### src/verilog/compliance_pkg.sv
// Shared constants and types for the compliance bus subsystem
// The RAM size must stay a power of two, since decode uses base/mask pairs

`default_nettype none

package compliance_pkg;

  // Bus hosts, in decreasing priority
  typedef enum logic [0:0] {
    HostTestUtil = 1'b0,
    HostExt      = 1'b1
  } bus_host_e;

  typedef enum logic [0:0] {
    DevRam      = 1'b0,
    DevTestUtil = 1'b1
  } bus_device_e;

  localparam int NrHosts   = 2;
  localparam int NrDevices = 2;

  // 4 kB of RAM
  localparam int unsigned RamSizeWords = 1024;

  // Address map
  localparam logic [31:0] RamBase      = 32'h0000_0000;
  localparam logic [31:0] RamMask      = ~32'(RamSizeWords * 4 - 1);
  localparam logic [31:0] TestUtilBase = 32'h0002_0000;
  localparam logic [31:0] TestUtilMask = ~32'h0000_03FF;

  // Test utility register byte offsets
  typedef enum logic [7:0] {
    RegHalt     = 8'h00,
    RegSigBegin = 8'h04,
    RegSigEnd   = 8'h08
  } tu_reg_e;

  // Signature dumper FSM
  typedef enum logic [1:0] {
    DumpIdle = 2'd0,
    DumpReq  = 2'd1,
    DumpWait = 2'd2,
    DumpDone = 2'd3
  } dump_state_e;

endpackage

`default_nettype wire

### src/verilog/bus_if.sv
// One req/gnt/rvalid link with a single outstanding request
// The host holds its request stable until gnt; rvalid follows the grant by one cycle

`timescale 1ns/1ps
`default_nettype none

interface bus_if;

  // Request side
  logic        req;
  logic        gnt;
  logic [31:0] addr;
  logic        we;
  logic [3:0]  be;
  logic [31:0] wdata;

  // Response side
  logic        rvalid;
  logic [31:0] rdata;
  logic        err;

  modport host (
    output req,
    output addr,
    output we,
    output be,
    output wdata,
    input  gnt,
    input  rvalid,
    input  rdata,
    input  err
  );

  modport device (
    input  req,
    input  addr,
    input  we,
    input  be,
    input  wdata,
    output gnt,
    output rvalid,
    output rdata,
    output err
  );

endinterface

`default_nettype wire

### src/verilog/testutil_dumper.sv
// Signature dumper, reads [begin, end) one word at a time over the bus
// Runs once after reset; later start pulses are ignored

`timescale 1ns/1ps
`default_nettype none

module testutil_dumper (
  input  logic        clk_i,
  input  logic        rst_n_i,
  bus_if.host         bus,
  input  logic        start_i,
  input  logic [31:0] sig_begin_i,
  input  logic [31:0] sig_end_i,
  output logic        busy_o,
  output logic        sig_valid_o,
  output logic [31:0] sig_data_o,
  output logic        done_o
);

  import compliance_pkg::*;

  dump_state_e state_q;
  dump_state_e state_d;
  logic [31:0] addr_q;
  logic [31:0] addr_d;
  logic [31:0] end_q;
  logic [31:0] end_d;
  logic [31:0] next_addr;

  assign next_addr = addr_q + 32'd4;

  always_comb begin
    state_d = state_q;
    addr_d  = addr_q;
    end_d   = end_q;
    case (state_q)
      DumpIdle: begin
        if (start_i) begin
          addr_d  = {sig_begin_i[31:2], 2'b00};
          end_d   = sig_end_i;
          state_d = (sig_end_i > sig_begin_i) ? DumpReq : DumpDone;
        end
      end
      DumpReq: begin
        if (bus.gnt) state_d = DumpWait;
      end
      DumpWait: begin
        if (bus.rvalid) begin
          addr_d  = next_addr;
          state_d = (next_addr >= end_q) ? DumpDone : DumpReq;
        end
      end
      default: state_d = DumpDone;
    endcase
  end

  always_ff @(posedge clk_i or negedge rst_n_i) begin
    if (!rst_n_i) begin
      state_q <= DumpIdle;
      addr_q  <= 32'h0;
      end_q   <= 32'h0;
    end else begin
      state_q <= state_d;
      addr_q  <= addr_d;
      end_q   <= end_d;
    end
  end

  // Read-only host with all lanes enabled
  assign bus.req   = (state_q == DumpReq);
  assign bus.addr  = addr_q;
  assign bus.we    = 1'b0;
  assign bus.be    = 4'hF;
  assign bus.wdata = 32'h0;

  assign busy_o      = (state_q == DumpReq) | (state_q == DumpWait);
  assign sig_valid_o = (state_q == DumpWait) & bus.rvalid;
  assign sig_data_o  = bus.rdata;
  assign done_o      = (state_q == DumpDone);

endmodule

`default_nettype wire

### src/flat_wrapper.sv
// flat-port wrapper written by rule: the top's interface ports become plain ports
module testutil_dumper_flat import compliance_pkg::*;
  (clk_i, rst_n_i, start_i, sig_begin_i, sig_end_i, busy_o, sig_valid_o, sig_data_o, done_o, bus_req, bus_addr, bus_we, bus_be, bus_wdata, bus_gnt, bus_rvalid, bus_rdata, bus_err);
  bus_if bus_i ();
  input  logic clk_i;
  input  logic rst_n_i;
  input  logic start_i;
  input  logic [31:0] sig_begin_i;
  input  logic [31:0] sig_end_i;
  output logic busy_o;
  output logic sig_valid_o;
  output logic [31:0] sig_data_o;
  output logic done_o;
  output wire logic [$bits(bus_i.req)-1:0] bus_req;
  output wire logic [$bits(bus_i.addr)-1:0] bus_addr;
  output wire logic [$bits(bus_i.we)-1:0] bus_we;
  output wire logic [$bits(bus_i.be)-1:0] bus_be;
  output wire logic [$bits(bus_i.wdata)-1:0] bus_wdata;
  input wire logic [$bits(bus_i.gnt)-1:0] bus_gnt;
  input wire logic [$bits(bus_i.rvalid)-1:0] bus_rvalid;
  input wire logic [$bits(bus_i.rdata)-1:0] bus_rdata;
  input wire logic [$bits(bus_i.err)-1:0] bus_err;
  assign bus_req = bus_i.req;
  assign bus_addr = bus_i.addr;
  assign bus_we = bus_i.we;
  assign bus_be = bus_i.be;
  assign bus_wdata = bus_i.wdata;
  assign bus_i.gnt = bus_gnt;
  assign bus_i.rvalid = bus_rvalid;
  assign bus_i.rdata = bus_rdata;
  assign bus_i.err = bus_err;
  testutil_dumper u_core (.clk_i(clk_i), .rst_n_i(rst_n_i), .bus(bus_i), .start_i(start_i), .sig_begin_i(sig_begin_i), .sig_end_i(sig_end_i), .busy_o(busy_o), .sig_valid_o(sig_valid_o), .sig_data_o(sig_data_o), .done_o(done_o));
endmodule
### config.mk
export PLATFORM = sky130hd
export DESIGN_NAME = testutil_dumper_flat
export DESIGN_NICKNAME = d
export VERILOG_FILES = /design/src/verilog/compliance_pkg.sv /design/src/verilog/bus_if.sv /design/src/verilog/testutil_dumper.sv /design/src/flat_wrapper.sv
export SDC_FILE = /design/constraint.sdc
export NUM_CORES = 1
export LEC_CHECK = 0
export ABC_CLOCK_PERIOD_IN_PS = 4000
export BUFFER_PORTS_ARGS = -buffer_cell sky130_fd_sc_hd__buf_4
export CELL_PAD_IN_SITES_DETAIL_PLACEMENT = 0
export CELL_PAD_IN_SITES_GLOBAL_PLACEMENT = 1
export CORE_UTILIZATION = 37
export CTS_CLUSTER_SIZE = 14
export DETAILED_ROUTE_END_ITERATION = 8
export PLACE_DENSITY = 0.91
export REMOVE_ABC_BUFFERS = 1
export SYNTH_ARGS = -nofsm -noshare
export SYNTH_HDL_FRONTEND = slang
export SYNTH_SLANG_ARGS = --single-unit
export TNS_END_PERCENT = 100
### constraint.sdc
create_clock -name clk_i -period 4 [get_ports clk_i]
set_clock_uncertainty 0.2 [all_clocks]
set_input_delay 0 -clock clk_i [delete_from_list [all_inputs] [get_ports clk_i]]
set_output_delay 0 -clock clk_i [all_outputs]
set_load 0.05 [all_outputs]
[After elaboration in Yosys (flattened, before gate mapping)]
Index checks and enable logic that the tools add are counted.
Storage, ports and cells
  input bits: 102
  output and inout port bits: 105
  flip-flop bits (word level): 66
Cells by class
  muxes and demuxes: 9
  equality and inequality tests: 6
  order comparisons: 2
  bitwise operators: 2
  reduce and logical (&&, ||, !) cells: 5
  add/sub/neg operators: 1
Operator list (number)
  32-bit 2-to-1 mux: 2
  32-bit one-hot mux with 2 select lines: 1
  32-bit by 3-bit adder with 32-bit output (second input constant): 1
  32-bit >= comparator: 1
  32-bit greater-than comparator: 1
  2-bit 2-to-1 mux: 5
  2-bit one-hot mux with 3 select lines: 1
  3-bit AND reduction: 2
  2-bit equality test (second input constant): 2
  2-bit != test (second input constant): 2
  2-bit by 1-bit equality test with 1-bit output (second input constant): 1
  2-bit zero test: 1
  2-bit by 1-bit != test with 1-bit output (second input constant): 1
  2-bit AND reduction: 1
  2-bit nonzero test: 1
  1-bit bitwise AND: 1
  1-bit OR: 1

[Depth between registers and ports, before layout]
Gate-level depths: netlist of run 1.
  depth after elaboration: 5
  depth in mapped cells: 13
  depth with buffers taken out: 11

[Worst setup path before layout of run 1]
Ideal clock, no wire load.
  path kind: register -> register
  start point: register u_core.addr_q[12], in the netlist u_core.bus.addr[12]
  end point: register u_core.state_q[1]
  buffers on the path: 0
  cell stages (with the launch flop): 12
  path slack: 0.414 ns
  required time: 3.674 ns
  clock period less this slack: 3.586 ns
  setup time: 0.126 ns
  arrival time: 3.260 ns
  path through: dfrtp_1 nand4_2 nor4_4 nand3_2 or2_1 xnor2_1 ha_1 a21oi_1 o21ai_0 a2111oi_0 nand3_1 o32a_1
On the way
  word-level cells in the longest chain between the ends: 5
Ends and longest elaborated chain
  from (decl): RTL line testutil_dumper.sv:24  | logic [31:0] addr_q;
  from (signal assigned): RTL line testutil_dumper.sv:64  | addr_q <= addr_d;
  32-bit by 3-bit adder with 32-bit output: RTL line testutil_dumper.sv:30  | assign next_addr = addr_q + 32'd4;
  32-bit >= comparator: RTL line testutil_dumper.sv:50  | state_d = (next_addr >= end_q) ? DumpDone : DumpReq;
  2-bit 2-to-1 mux: RTL line testutil_dumper.sv:50
  2-bit 2-to-1 mux: RTL line testutil_dumper.sv:48  | if (bus.rvalid) begin
  2-bit one-hot mux with 3 select lines: RTL line testutil_dumper.sv:36  | case (state_q)
  to (signal assigned): RTL line testutil_dumper.sv:59  | state_q <= DumpIdle;
  to (signal assigned): RTL line testutil_dumper.sv:63  | state_q <= state_d;
  to (decl): RTL line testutil_dumper.sv:22  | dump_state_e state_q;
No other way between the ends. The select of a mux whose other input is x is not followed.
A chain may end at the register's enable or synchronous reset.

[Worst setup path after layout of run 1]
  start point: register u_core.addr_q[5], in the netlist u_core.bus.addr[5]
  end point: register u_core.state_q[1]
The elaborated chain is that of the path after synthesis.

==> impl_metrics.toml, run 1 <==
[clock_network]
clkTransAtPathRegs_ps = 60
cts_sinks = 64
cts_buffers = 9
h-tree-depth = 3
clk_latency_ps = 340
cts_root_buffer = "clkbuf_16"
cts.path.max_buffers = 2
cts_tree = "built"

[timing]
setup_viol = 0
worst_pin_slew_ps = 848
period_share_pct = 92.2
rsz0062_at_grt = "false"
max_clock_freq_ghz = 0.271
holdWs_ps = 113
finalSetupTns_ps = 0
period_needed_ps = 3690
relSlewSlack_pct = 43.4
finalMaxSlewViolations = 0
finalHoldViolations = 0

[power_and_ir_drop]
powerDensity_nw_per_um2 = 700
power_mw = 5.16
peakVddDrop_mv = 0.291
power.leakage_nw = 3.57

[critical_path]
path_max_fanout = 8
start_kind = "register"
path_cells = "nand4_1, nor3_2, nand3_2, or2_1, xnor2_1, ha_1, a21oi_1, o21ai_0, a2111oi_0, nand3_1, o32a_1"
endpoint_kind = "register"
r2r-end = "u_core.state_q[1]"
crit_buf_inv = 0
cp_top_family = "simple AND/OR/NAND/NOR gates"
required_ps = 4020
cp.arrival_ps = 3710
timing.rr.start = "u_core.bus.addr[5]"
path_class = "reg -> reg"
worstSetupPathDepth = 11
endpoint = "u_core.state_q[1]"
startpoint = "u_core.bus.addr[5]"
critPathMaxStageDelay_ps = 520
r2r_slack_ps = 310
ff2ff_path_depth = 11
crit_path_top_delay_cell = "nor3_2"

[synth]
synth_top_area_share_pct = 28.8
yosys.area.top_type = "dfrtp_1"
synth-main-ff-cell = "dfrtp_1"
synth_area_um2 = 5560
yosysWarnings = 0
syn_avg_cell_area_um2 = 8.72
syn_inst = 637
async_flop_share_pct = 100
seq_area_frac_synth_pct = 28.8
synth-edff-count = 0
ys_ff_latch = 64
yosysUniqueCellTypes = 49
synth_area_leaders = "dfrtp_1 29%, ha_1 16%, buf_4 9.6%"

[final_layout]
most-common-layout-cells = "108 x buf_4, 96 x dlygate4sd3_1, 70 x inv_1"
post-route-util_pct = 50.5
fill_cells = 1338
layout_commonest_cell = "buf_4"
finalNonFillerCells = 985
layout.nets = 966
drive_gt1_share_pct = 20.4
area_delta_synth_final_pct = 32.7

[routing]
drt-wirelength-per-cell_um = 16.4
wl_mm = 16.1
via_count = 4925
drt_iter0_drc = 239
first_pass_iters = 6
route.detailed.drc = 0
ant_nets = 0
via_per_inst = 5.00

[global_route]
grt_max_degree = 65
grt_overflow_total = 0
track_usage_pct = 21.0
antenna_found_initial = 1
grt_pass1_vias = 4818
grt_pass1_wl_mm = 25.6

[floorplan]
fp.dieW_um = 125
die_h_um = 125
coreArea_um2 = 14600
initial_utilization_pct = 38.1
floorplan.rows = 44
ioPinCount = 207
die_area_um2 = 15500

[placed_design]
dp_hpwl_mm = 11.3
portBuffers = 102
place_congestion = 0.844
post-place-cells = 872

[run_status]
status = "complete, no violations"

[job]
max_cap_violations = 0

[hold_path]
hp-class = "in -> async"
[worst min-delay path by stage]
stage                  startpoint                  end  slack [ps]  cells past startpoint
floorplan                 rst_n_i  u_core.bus.addr[10]        -500                      0
global route           bus_rvalid    u_core.state_q[0]         180                      4
finish                    rst_n_i     u_core.end_q[25]         110                      2
global placement    bus_rdata[15]       sig_data_o[15]        -200                      0
CTS                    bus_rvalid    u_core.state_q[0]          90                      4
detailed placement  bus_rdata[15]       sig_data_o[15]        -200                      0
[flip-flops by register name, summed over array words and instances (netlist names)]
signal / count
u_core.state_q: 2
u_core.bus.addr: 30
u_core.end_q: 32
[through the flow]
| step | worst slack [ps] | area (µm²) |
|---|---|---|
| floorplan | -263 | 5070 |
| global placement | 441 | 6120 |
| detailed placement | 408 | 6120 |
| CTS | 346 | 7370 |
| global route | 131 | 7370 |
| finish | 311 | 7370 |
[area by class of cell]
type                       instances  area [µm²]  area share (%)
antenna                            1        2.50          0.0340
tap                              184         230            3.12
multi-input combinational        446        3220            43.6
inverter                          70         263            3.56
clock buffer                      13         270            3.67
sequential                        64        1600            21.7
clock inverter                     3        15.0           0.204
timing repair buffer             204        1770            24.0
[logic make-up (layout without fill, tap and decap cells)]
group / Yosys count / in the layout / synth area share (%)
simple gates: 144 / 144 / 13.5
flops: 64 / 64 / 28.8
buf+inv: 164 / 290 / 15.9
fa+ha+maj: 69 / 69 / 15.5
compound gates: 124 / 124 / 13.4
xor+xnor: 28 / 28 / 4.41
mux: 42 / 42 / 8.26
other cells: 2 / 40 / 0.135
[metal layers]
| metal | track usage, % | part of all wire [%] | vias to the layer above |
|---|---|---|---|
| met2 | 31.3 | 44 | 176 |
| li1 | - | - | 2428 |
| met5 | 0 | 0 | - |
| met4 | 10.6 | 3.9 | 0 |
| met1 | 28.4 | 47 | 2266 |
| met3 | 4.64 | 5.1 | 55 |
[synthesized netlist by cell type, drive strengths merged, types with 2 or more instances]
cell / count
inv: 70
dfrtp: 64
or3: 2
o22a: 5
a2bb2oi: 5
o21a: 2
o21ai: 15
clkbuf: 18
a21o: 6
conb: 2
mux2: 31
and4: 6
xnor2: 22
mux2i: 11
nand3: 19
a2111oi: 3
and3: 3
nor2b: 2
nor4: 2
and2: 2
o22ai: 18
nand4: 22
nor3: 7
o211ai: 3
a21oi: 57
nand2: 53
a31oi: 4
xor2: 6
ha: 69
nor2: 21
buf: 76
[power breakdown]
group          leakage [nW]  internal, mW  switching (mW)  total [mW]
clock network         0.145         0.467           0.284       0.751
registers             0.754         0.974           0.373        1.35
logic                  2.67          1.16            1.90        3.06
[timing repair]
item | in CTS | in global routing
resized for setup | 0 | 0
hold buffers | 96 | 0
hold endpoints to repair | 160 | 0
setup endpoints to repair | 0 | 0
buffers inserted | 0 | 0
No activity file was read; power rests on OpenSTA's default activity.
==> run 2, diff against run 1 <==
Settings changed: CTS_BUF_LIST from default to sky130_fd_sc_hd__clkbuf_4 sky130_fd_sc_hd__clkbuf_8.
==> run 2 against run 1 <==
Compared with the run above: non-clock buffer count is the same; final area shrank 1.4%; critical path depth is the same; clock-buffer cell count is the same; sequential share of layout area grew 0.30 points; combinational power is essentially flat; clock power shrank 29%; setup slack gained 59 ps; flip-flop and latch count is the same; core utilization shrank 0.69 points; sequential power is essentially flat; critical endpoint unchanged; largest cell class unchanged; largest power group unchanged.
==> impl_metrics.toml, run 2 (same netlist as run 1, synthesis figures left out) <==
[critical_path]
endpoint_kind = "register"
path_cells = "nand4_2, nor4_4, nand3_2, or2_1, xnor2_1, ha_1, a21oi_1, o21ai_0, a2111oi_0, nand3_1, o32a_1"
critPathMaxStageDelay_ps = 510
start_kind = "register"
cp.arrival_ps = 3670
worstSetupPathDepth = 11
crit_path_top_delay_cell = "nor4_4"
crit_buf_inv = 0
path_class = "reg -> reg"
ff2ff_path_depth = 11
required_ps = 4040
path_max_fanout = 8
cp_top_family = "simple AND/OR/NAND/NOR gates"

[final_layout]
post-route-util_pct = 49.8
most-common-layout-cells = "108 x buf_4, 96 x dlygate4sd3_1, 70 x inv_1"
finalNonFillerCells = 984
multi_input_area_um2 = 3220
drive_gt1_share_pct = 20.5
largest_reg_flops = 32
fill_cells = 1347
n_antenna_cell = 0
seq_area_um2 = 1600
layout.nets = 966
layout_commonest_cell = "buf_4"
largest_register = "u_core.end_q"
area_delta_synth_final_pct = 30.8

[timing]
period_needed_ps = 3630
rsz0062_at_grt = "false"
finalMaxSlewViolations = 0
finalHoldViolations = 0
worst_pin_slew_ps = 855
relSlewSlack_pct = 43.0
setup_viol = 0
max_clock_freq_ghz = 0.276
period_share_pct = 90.7
finalSetupTns_ps = 0

[placed_design]
dp_hpwl_mm = 11.3
place_congestion = 0.844
portBuffers = 102
post-place-cells = 872

[power_and_ir_drop]
power.leakage_nw = 3.53
peakVddDrop_mv = 0.289
powerDensity_nw_per_um2 = 677

[clock_network]
cts_root_buffer = "clkbuf_8"
cts_buffers = 9
cts_tree = "built"
cts_sinks = 64
clkTransAtPathRegs_ps = 70
cts.path.max_buffers = 2
clk_latency_ps = 350
cts_resized = 0
h-tree-depth = 3

[floorplan]
fp.dieW_um = 125
ioPinCount = 207
die_h_um = 125
die_area_um2 = 15500
coreArea_um2 = 14600
floorplan.rows = 44
initial_utilization_pct = 38.1

[routing]
wl_mm = 16.1
maxUsedRoutingLayer = "met4"
drt_iter0_drc = 265
drt-wirelength-per-cell_um = 16.3
first_pass_iters = 4
drt-met1-wl_mm = 7.37
dr_wl_met3_um = 927
wl_met2_mm = 7.24
route.detailed.drc = 0
ant_nets = 0
via_count = 4931
via_per_inst = 5.01

[hold_path]
hp-class = "in -> async"

[global_route]
antenna_found_initial = 0
grt_pass1_wl_mm = 25.4
grt_max_degree = 65
grt_overflow_total = 0
track_usage_pct = 20.9
grt_pass1_vias = 4793

[run_status]
status = "complete, no violations"

[job]
max_cap_violations = 0
-- run 2: layout make-up --
class / count / area share, %
multi-input combinational: 446 / 44.2
inverter: 70 / 3.61
tap: 184 / 3.17
timing repair buffer: 204 / 24.4
clock buffer: 13 / 2.37
sequential: 64 / 22.0
clock inverter: 3 / 0.207
-- run 2: per-layer routing --
metal	track usage, %	vias up
met4	11.1	0
met3	4.08	40
met5	0	-
met2	30.8	176
li1	-	2427
met1	28.6	2288
-- run 2: final timing paths --
kind | start | to | slack (ps)
max in group asynchronous | rst_n_i | u_core.bus.addr[7] | 2940
hold reg to reg | u_core.end_q[0] | u_core.end_q[0] | 290
setup / recovery | u_core.bus.addr[12] | u_core.state_q[1] | 370
hold / removal | rst_n_i | u_core.end_q[25] | 100
min in group clk_i | bus_rvalid | u_core.state_q[0] | 100
setup reg to reg | u_core.bus.addr[12] | u_core.state_q[1] | 370
-- run 2: stage by stage --
step / hold WS (ps) / instance area (µm²) / worst slack [ps] / total power [mW]
4_1_cts: 62.8 / 7270 / 374 / 4.92
5_1_grt: 153 / 7270 / 122 / 5.31
3_3_place_gp: -200 / 6120 / 441 / 4.18
2_1_floorplan: -496 / 5070 / -263 / 3.38
6_report: 95.1 / 7270 / 370 / 4.92
3_5_place_dp: -200 / 6120 / 408 / 4.23
-- run 2: power breakdown --
group | total [mW] | internal [mW] | switching [mW] | leakage [nW]
combinational | 3.05 | 1.16 | 1.89 | 2.67
clock | 0.534 | 0.280 | 0.254 | 0.103
sequential | 1.34 | 0.972 | 0.367 | 0.754
-- run 2: what timing repair did --
item,4_1_cts,5_1_grt
endpoints found under the hold margin,160,0
hold buffers,96,0
setup buffers,0,0
setup endpoints to repair,0,0
==> run 3, diff against run 2 <==
Settings changed: ABC_AREA from default to 1, CORE_UTILIZATION 37 to 36, PLACE_DENSITY 0.91 to 0.92.
==> run 3 against run 2 <==
Compared with the run above: die area is 6.2% higher; sequential share of layout area down 0.56 points; wire length is 0.29% lower; critical endpoint unchanged; largest power group unchanged.
==> impl_metrics.toml, run 3 <==
[routing]
drt_iter0_drc = 247
via_count = 5368
maxUsedRoutingLayer = "met4"
dr_wl_met3_um = 862
first_pass_iters = 5
ant_nets = 0
wl_met2_mm = 7.29
drt-wirelength-per-cell_um = 13.5
drt-met1-wl_mm = 7.70
wl_mm = 16.0
via_per_inst = 4.53
route.detailed.drc = 0

[synth]
yosysWarnings = 0
ys_ff_latch = 64
synth-edff-count = 0
syn_avg_cell_area_um2 = 7.08
synth_area_um2 = 5740
async_flop_share_pct = 100
synth_common_cells = "160 x nand2_1, 135 x inv_1, 81 x a21oi_1"
syn_inst = 811
seq_area_frac_synth_pct = 27.9
synth_area_leaders = "dfrtp_1 28%, ha_1 15%, nand2_1 10%"
yosys.area.top_type = "dfrtp_1"
yosysUniqueCellTypes = 36
synth-main-ff-cell = "dfrtp_1"
yosysMostFrequentCell = "nand2_1"
synth_top_area_share_pct = 27.9

[global_route]
grt_pass1_wl_mm = 25.8
grt_pass1_vias = 5213
grt_overflow_total = 0
track_usage_pct = 20.3
grt_max_degree = 65
antenna_found_initial = 0

[critical_path]
crit_path_top_delay_cell = "dfrtp_1"
endpoint_kind = "register"
start_kind = "register"
path_common_cell = "nand2_1"
cp_top_family = "simple AND/OR/NAND/NOR gates"
crit_buf_inv = 2
cp.arrival_ps = 3280
path_class = "reg -> reg"
required_ps = 4080
critPathMaxStageDelay_ps = 510
path_max_fanout = 9
path_cells = "ha_1, nand2_1, nor2_2, nand3_2, nor2_4, nand2_2, nor2_4, xor2_1, inv_1, ha_1, nand2_1, inv_1, nand3_1, nor3_1, nor2b_1, nand2_1, nand2_1, a21oi_1, a21oi_1"

[floorplan]
die_area_um2 = 16500
ioPinCount = 207
die_h_um = 128
coreArea_um2 = 15400
initial_utilization_pct = 37.4
floorplan.rows = 45
fp.dieW_um = 128

[timing]
finalMaxSlewViolations = 0
max_clock_freq_ghz = 0.313
worst_pin_slew_ps = 891
finalHoldViolations = 0
rsz0062_at_grt = "false"
setup_viol = 0
period_needed_ps = 3200
relSlewSlack_pct = 40.6
finalSetupTns_ps = 0
period_share_pct = 80.0

[clock_network]
cts_buffers = 9
clk_latency_ps = 350
clkTransAtPathRegs_ps = 70
cts_resized = 0
cts_root_buffer = "clkbuf_8"
cts_sinks = 64
h-tree-depth = 3
cts_tree = "built"
cts.path.max_buffers = 2
cts_setup_buffers = 0

[placed_design]
place_congestion = 0.815
post-place-cells = 1076
dp_hpwl_mm = 11.9
portBuffers = 102

[final_layout]
layout.nets = 1143
area_delta_synth_final_pct = 29.9
seq_area_um2 = 1600
multi_input_area_um2 = 3160
n_antenna_cell = 0
most-common-layout-cells = "159 x nand2_1, 135 x inv_1, 105 x buf_4"
largest_register = "u_core.end_q"
fill_cells = 1586
post-route-util_pct = 48.5
finalNonFillerCells = 1186
largest_reg_flops = 32
layout_commonest_cell = "nand2_1"
drive_gt1_share_pct = 14.9

[power_and_ir_drop]
powerDensity_nw_per_um2 = 658
power.leakage_nw = 4.05
power_mw = 4.91
peakVddDrop_mv = 0.902

[run_status]
status = "complete, no violations"

[hold_path]
hp-class = "in -> reg"

[job]
max_cap_violations = 0
run 3: changes by cell type after synthesis, sizes merged, moves of 16 or more:
cell / change
nand2: +112
inv: +70
nor2: +62
o21ai: +33
mux2: -30
a21oi: +25
xnor2: -21
o22ai: -16
run 3: worst paths after layout:
kind / end / slack, ps / cells after the start / from
max reg2reg: u_core.state_q[1] / 800 / 19 / u_core.bus.addr[2]
min reg2reg: u_core.end_q[0] / 300 / 2 / u_core.end_q[0]
max in group asynchronous: u_core.state_q[0] / 2890 / 2 / rst_n_i
max: u_core.state_q[1] / 800 / 19 / u_core.bus.addr[2]
min: u_core.state_q[1] / 50 / 7 / bus_rvalid
min in group asynchronous: u_core.bus.addr[16] / 130 / 2 / rst_n_i
run 3: kinds of logic (layout without fill, tap and decap cells):
kind of cell / after synthesis / in the layout / share of synthesized area [%]
other: 2 / 39 / 0.131
DFF: 64 / 64 / 27.9
buffers and inverters: 228 / 355 / 19.6
xor gates and xnor gates: 20 / 20 / 3.05
muxes: 1 / 1 / 0.196
AOI/OAI and AO/OA: 138 / 138 / 12.5
adders and majority gates: 69 / 69 / 15.0
and+or+nand+nor: 289 / 289 / 21.6
run 3: worst reg2reg max path, stage by stage, from the launching register on:
cell and delay [ps]:
dfrtp_1 510, ha_1 240, nand2_1 100, nor2_2 160
nand3_2 140, nor2_4 130, nand2_2 100, nor2_4 140
xor2_1 200, inv_1 60, ha_1 260, nand2_1 40
inv_1 70, nand3_1 90, nor3_1 180, nor2b_1 150
nand2_1 60, nand2_1 90, a21oi_1 70, a21oi_1 150
run 3: stage by stage:
| stage | setup WS [ps] | hold slack (ps) | area (µm²) |
|---|---|---|---|
| floorplan | 876 | -496 | 5280 |
| global route | 435 | 123 | 7460 |
| CTS | 798 | 26.8 | 7460 |
| finish | 800 | 47.8 | 7460 |
| global placement | 876 | -199 | 6330 |
| detailed placement | 798 | -199 | 6330 |
run 3: layer usage:
metal	up-vias	track usage (%)
met5	-	0
met4	0	4.36
met3	15	5.51
met2	123	33.1
met1	2463	26.8
li1	2767	-
run 3: what timing repair did:
item,4_1_cts,5_1_grt
endpoints found under the hold margin,160,0
hold buffers,96,0
endpoints found under the setup margin,0,0
run 3: final cells by class:
type	instances	area share [%]
multi-input cells	556	42.3
repair buffers	201	23.4
flip-flops and latches	64	21.5
inverters	140	7.04
well taps	211	3.54
clock buffers	13	2.15
clock inverters	1	0.0671
run 3: report_power, final:
group | leakage (nW) | switching [mW] | total [mW] | internal, mW
clock | 0.0896 | 0.256 | 0.511 | 0.255
combinational | 3.23 | 2.13 | 3.14 | 1.01
sequential | 0.728 | 0.299 | 1.26 | 0.962
total | 4.05 | 2.68 | 4.91 | 2.23
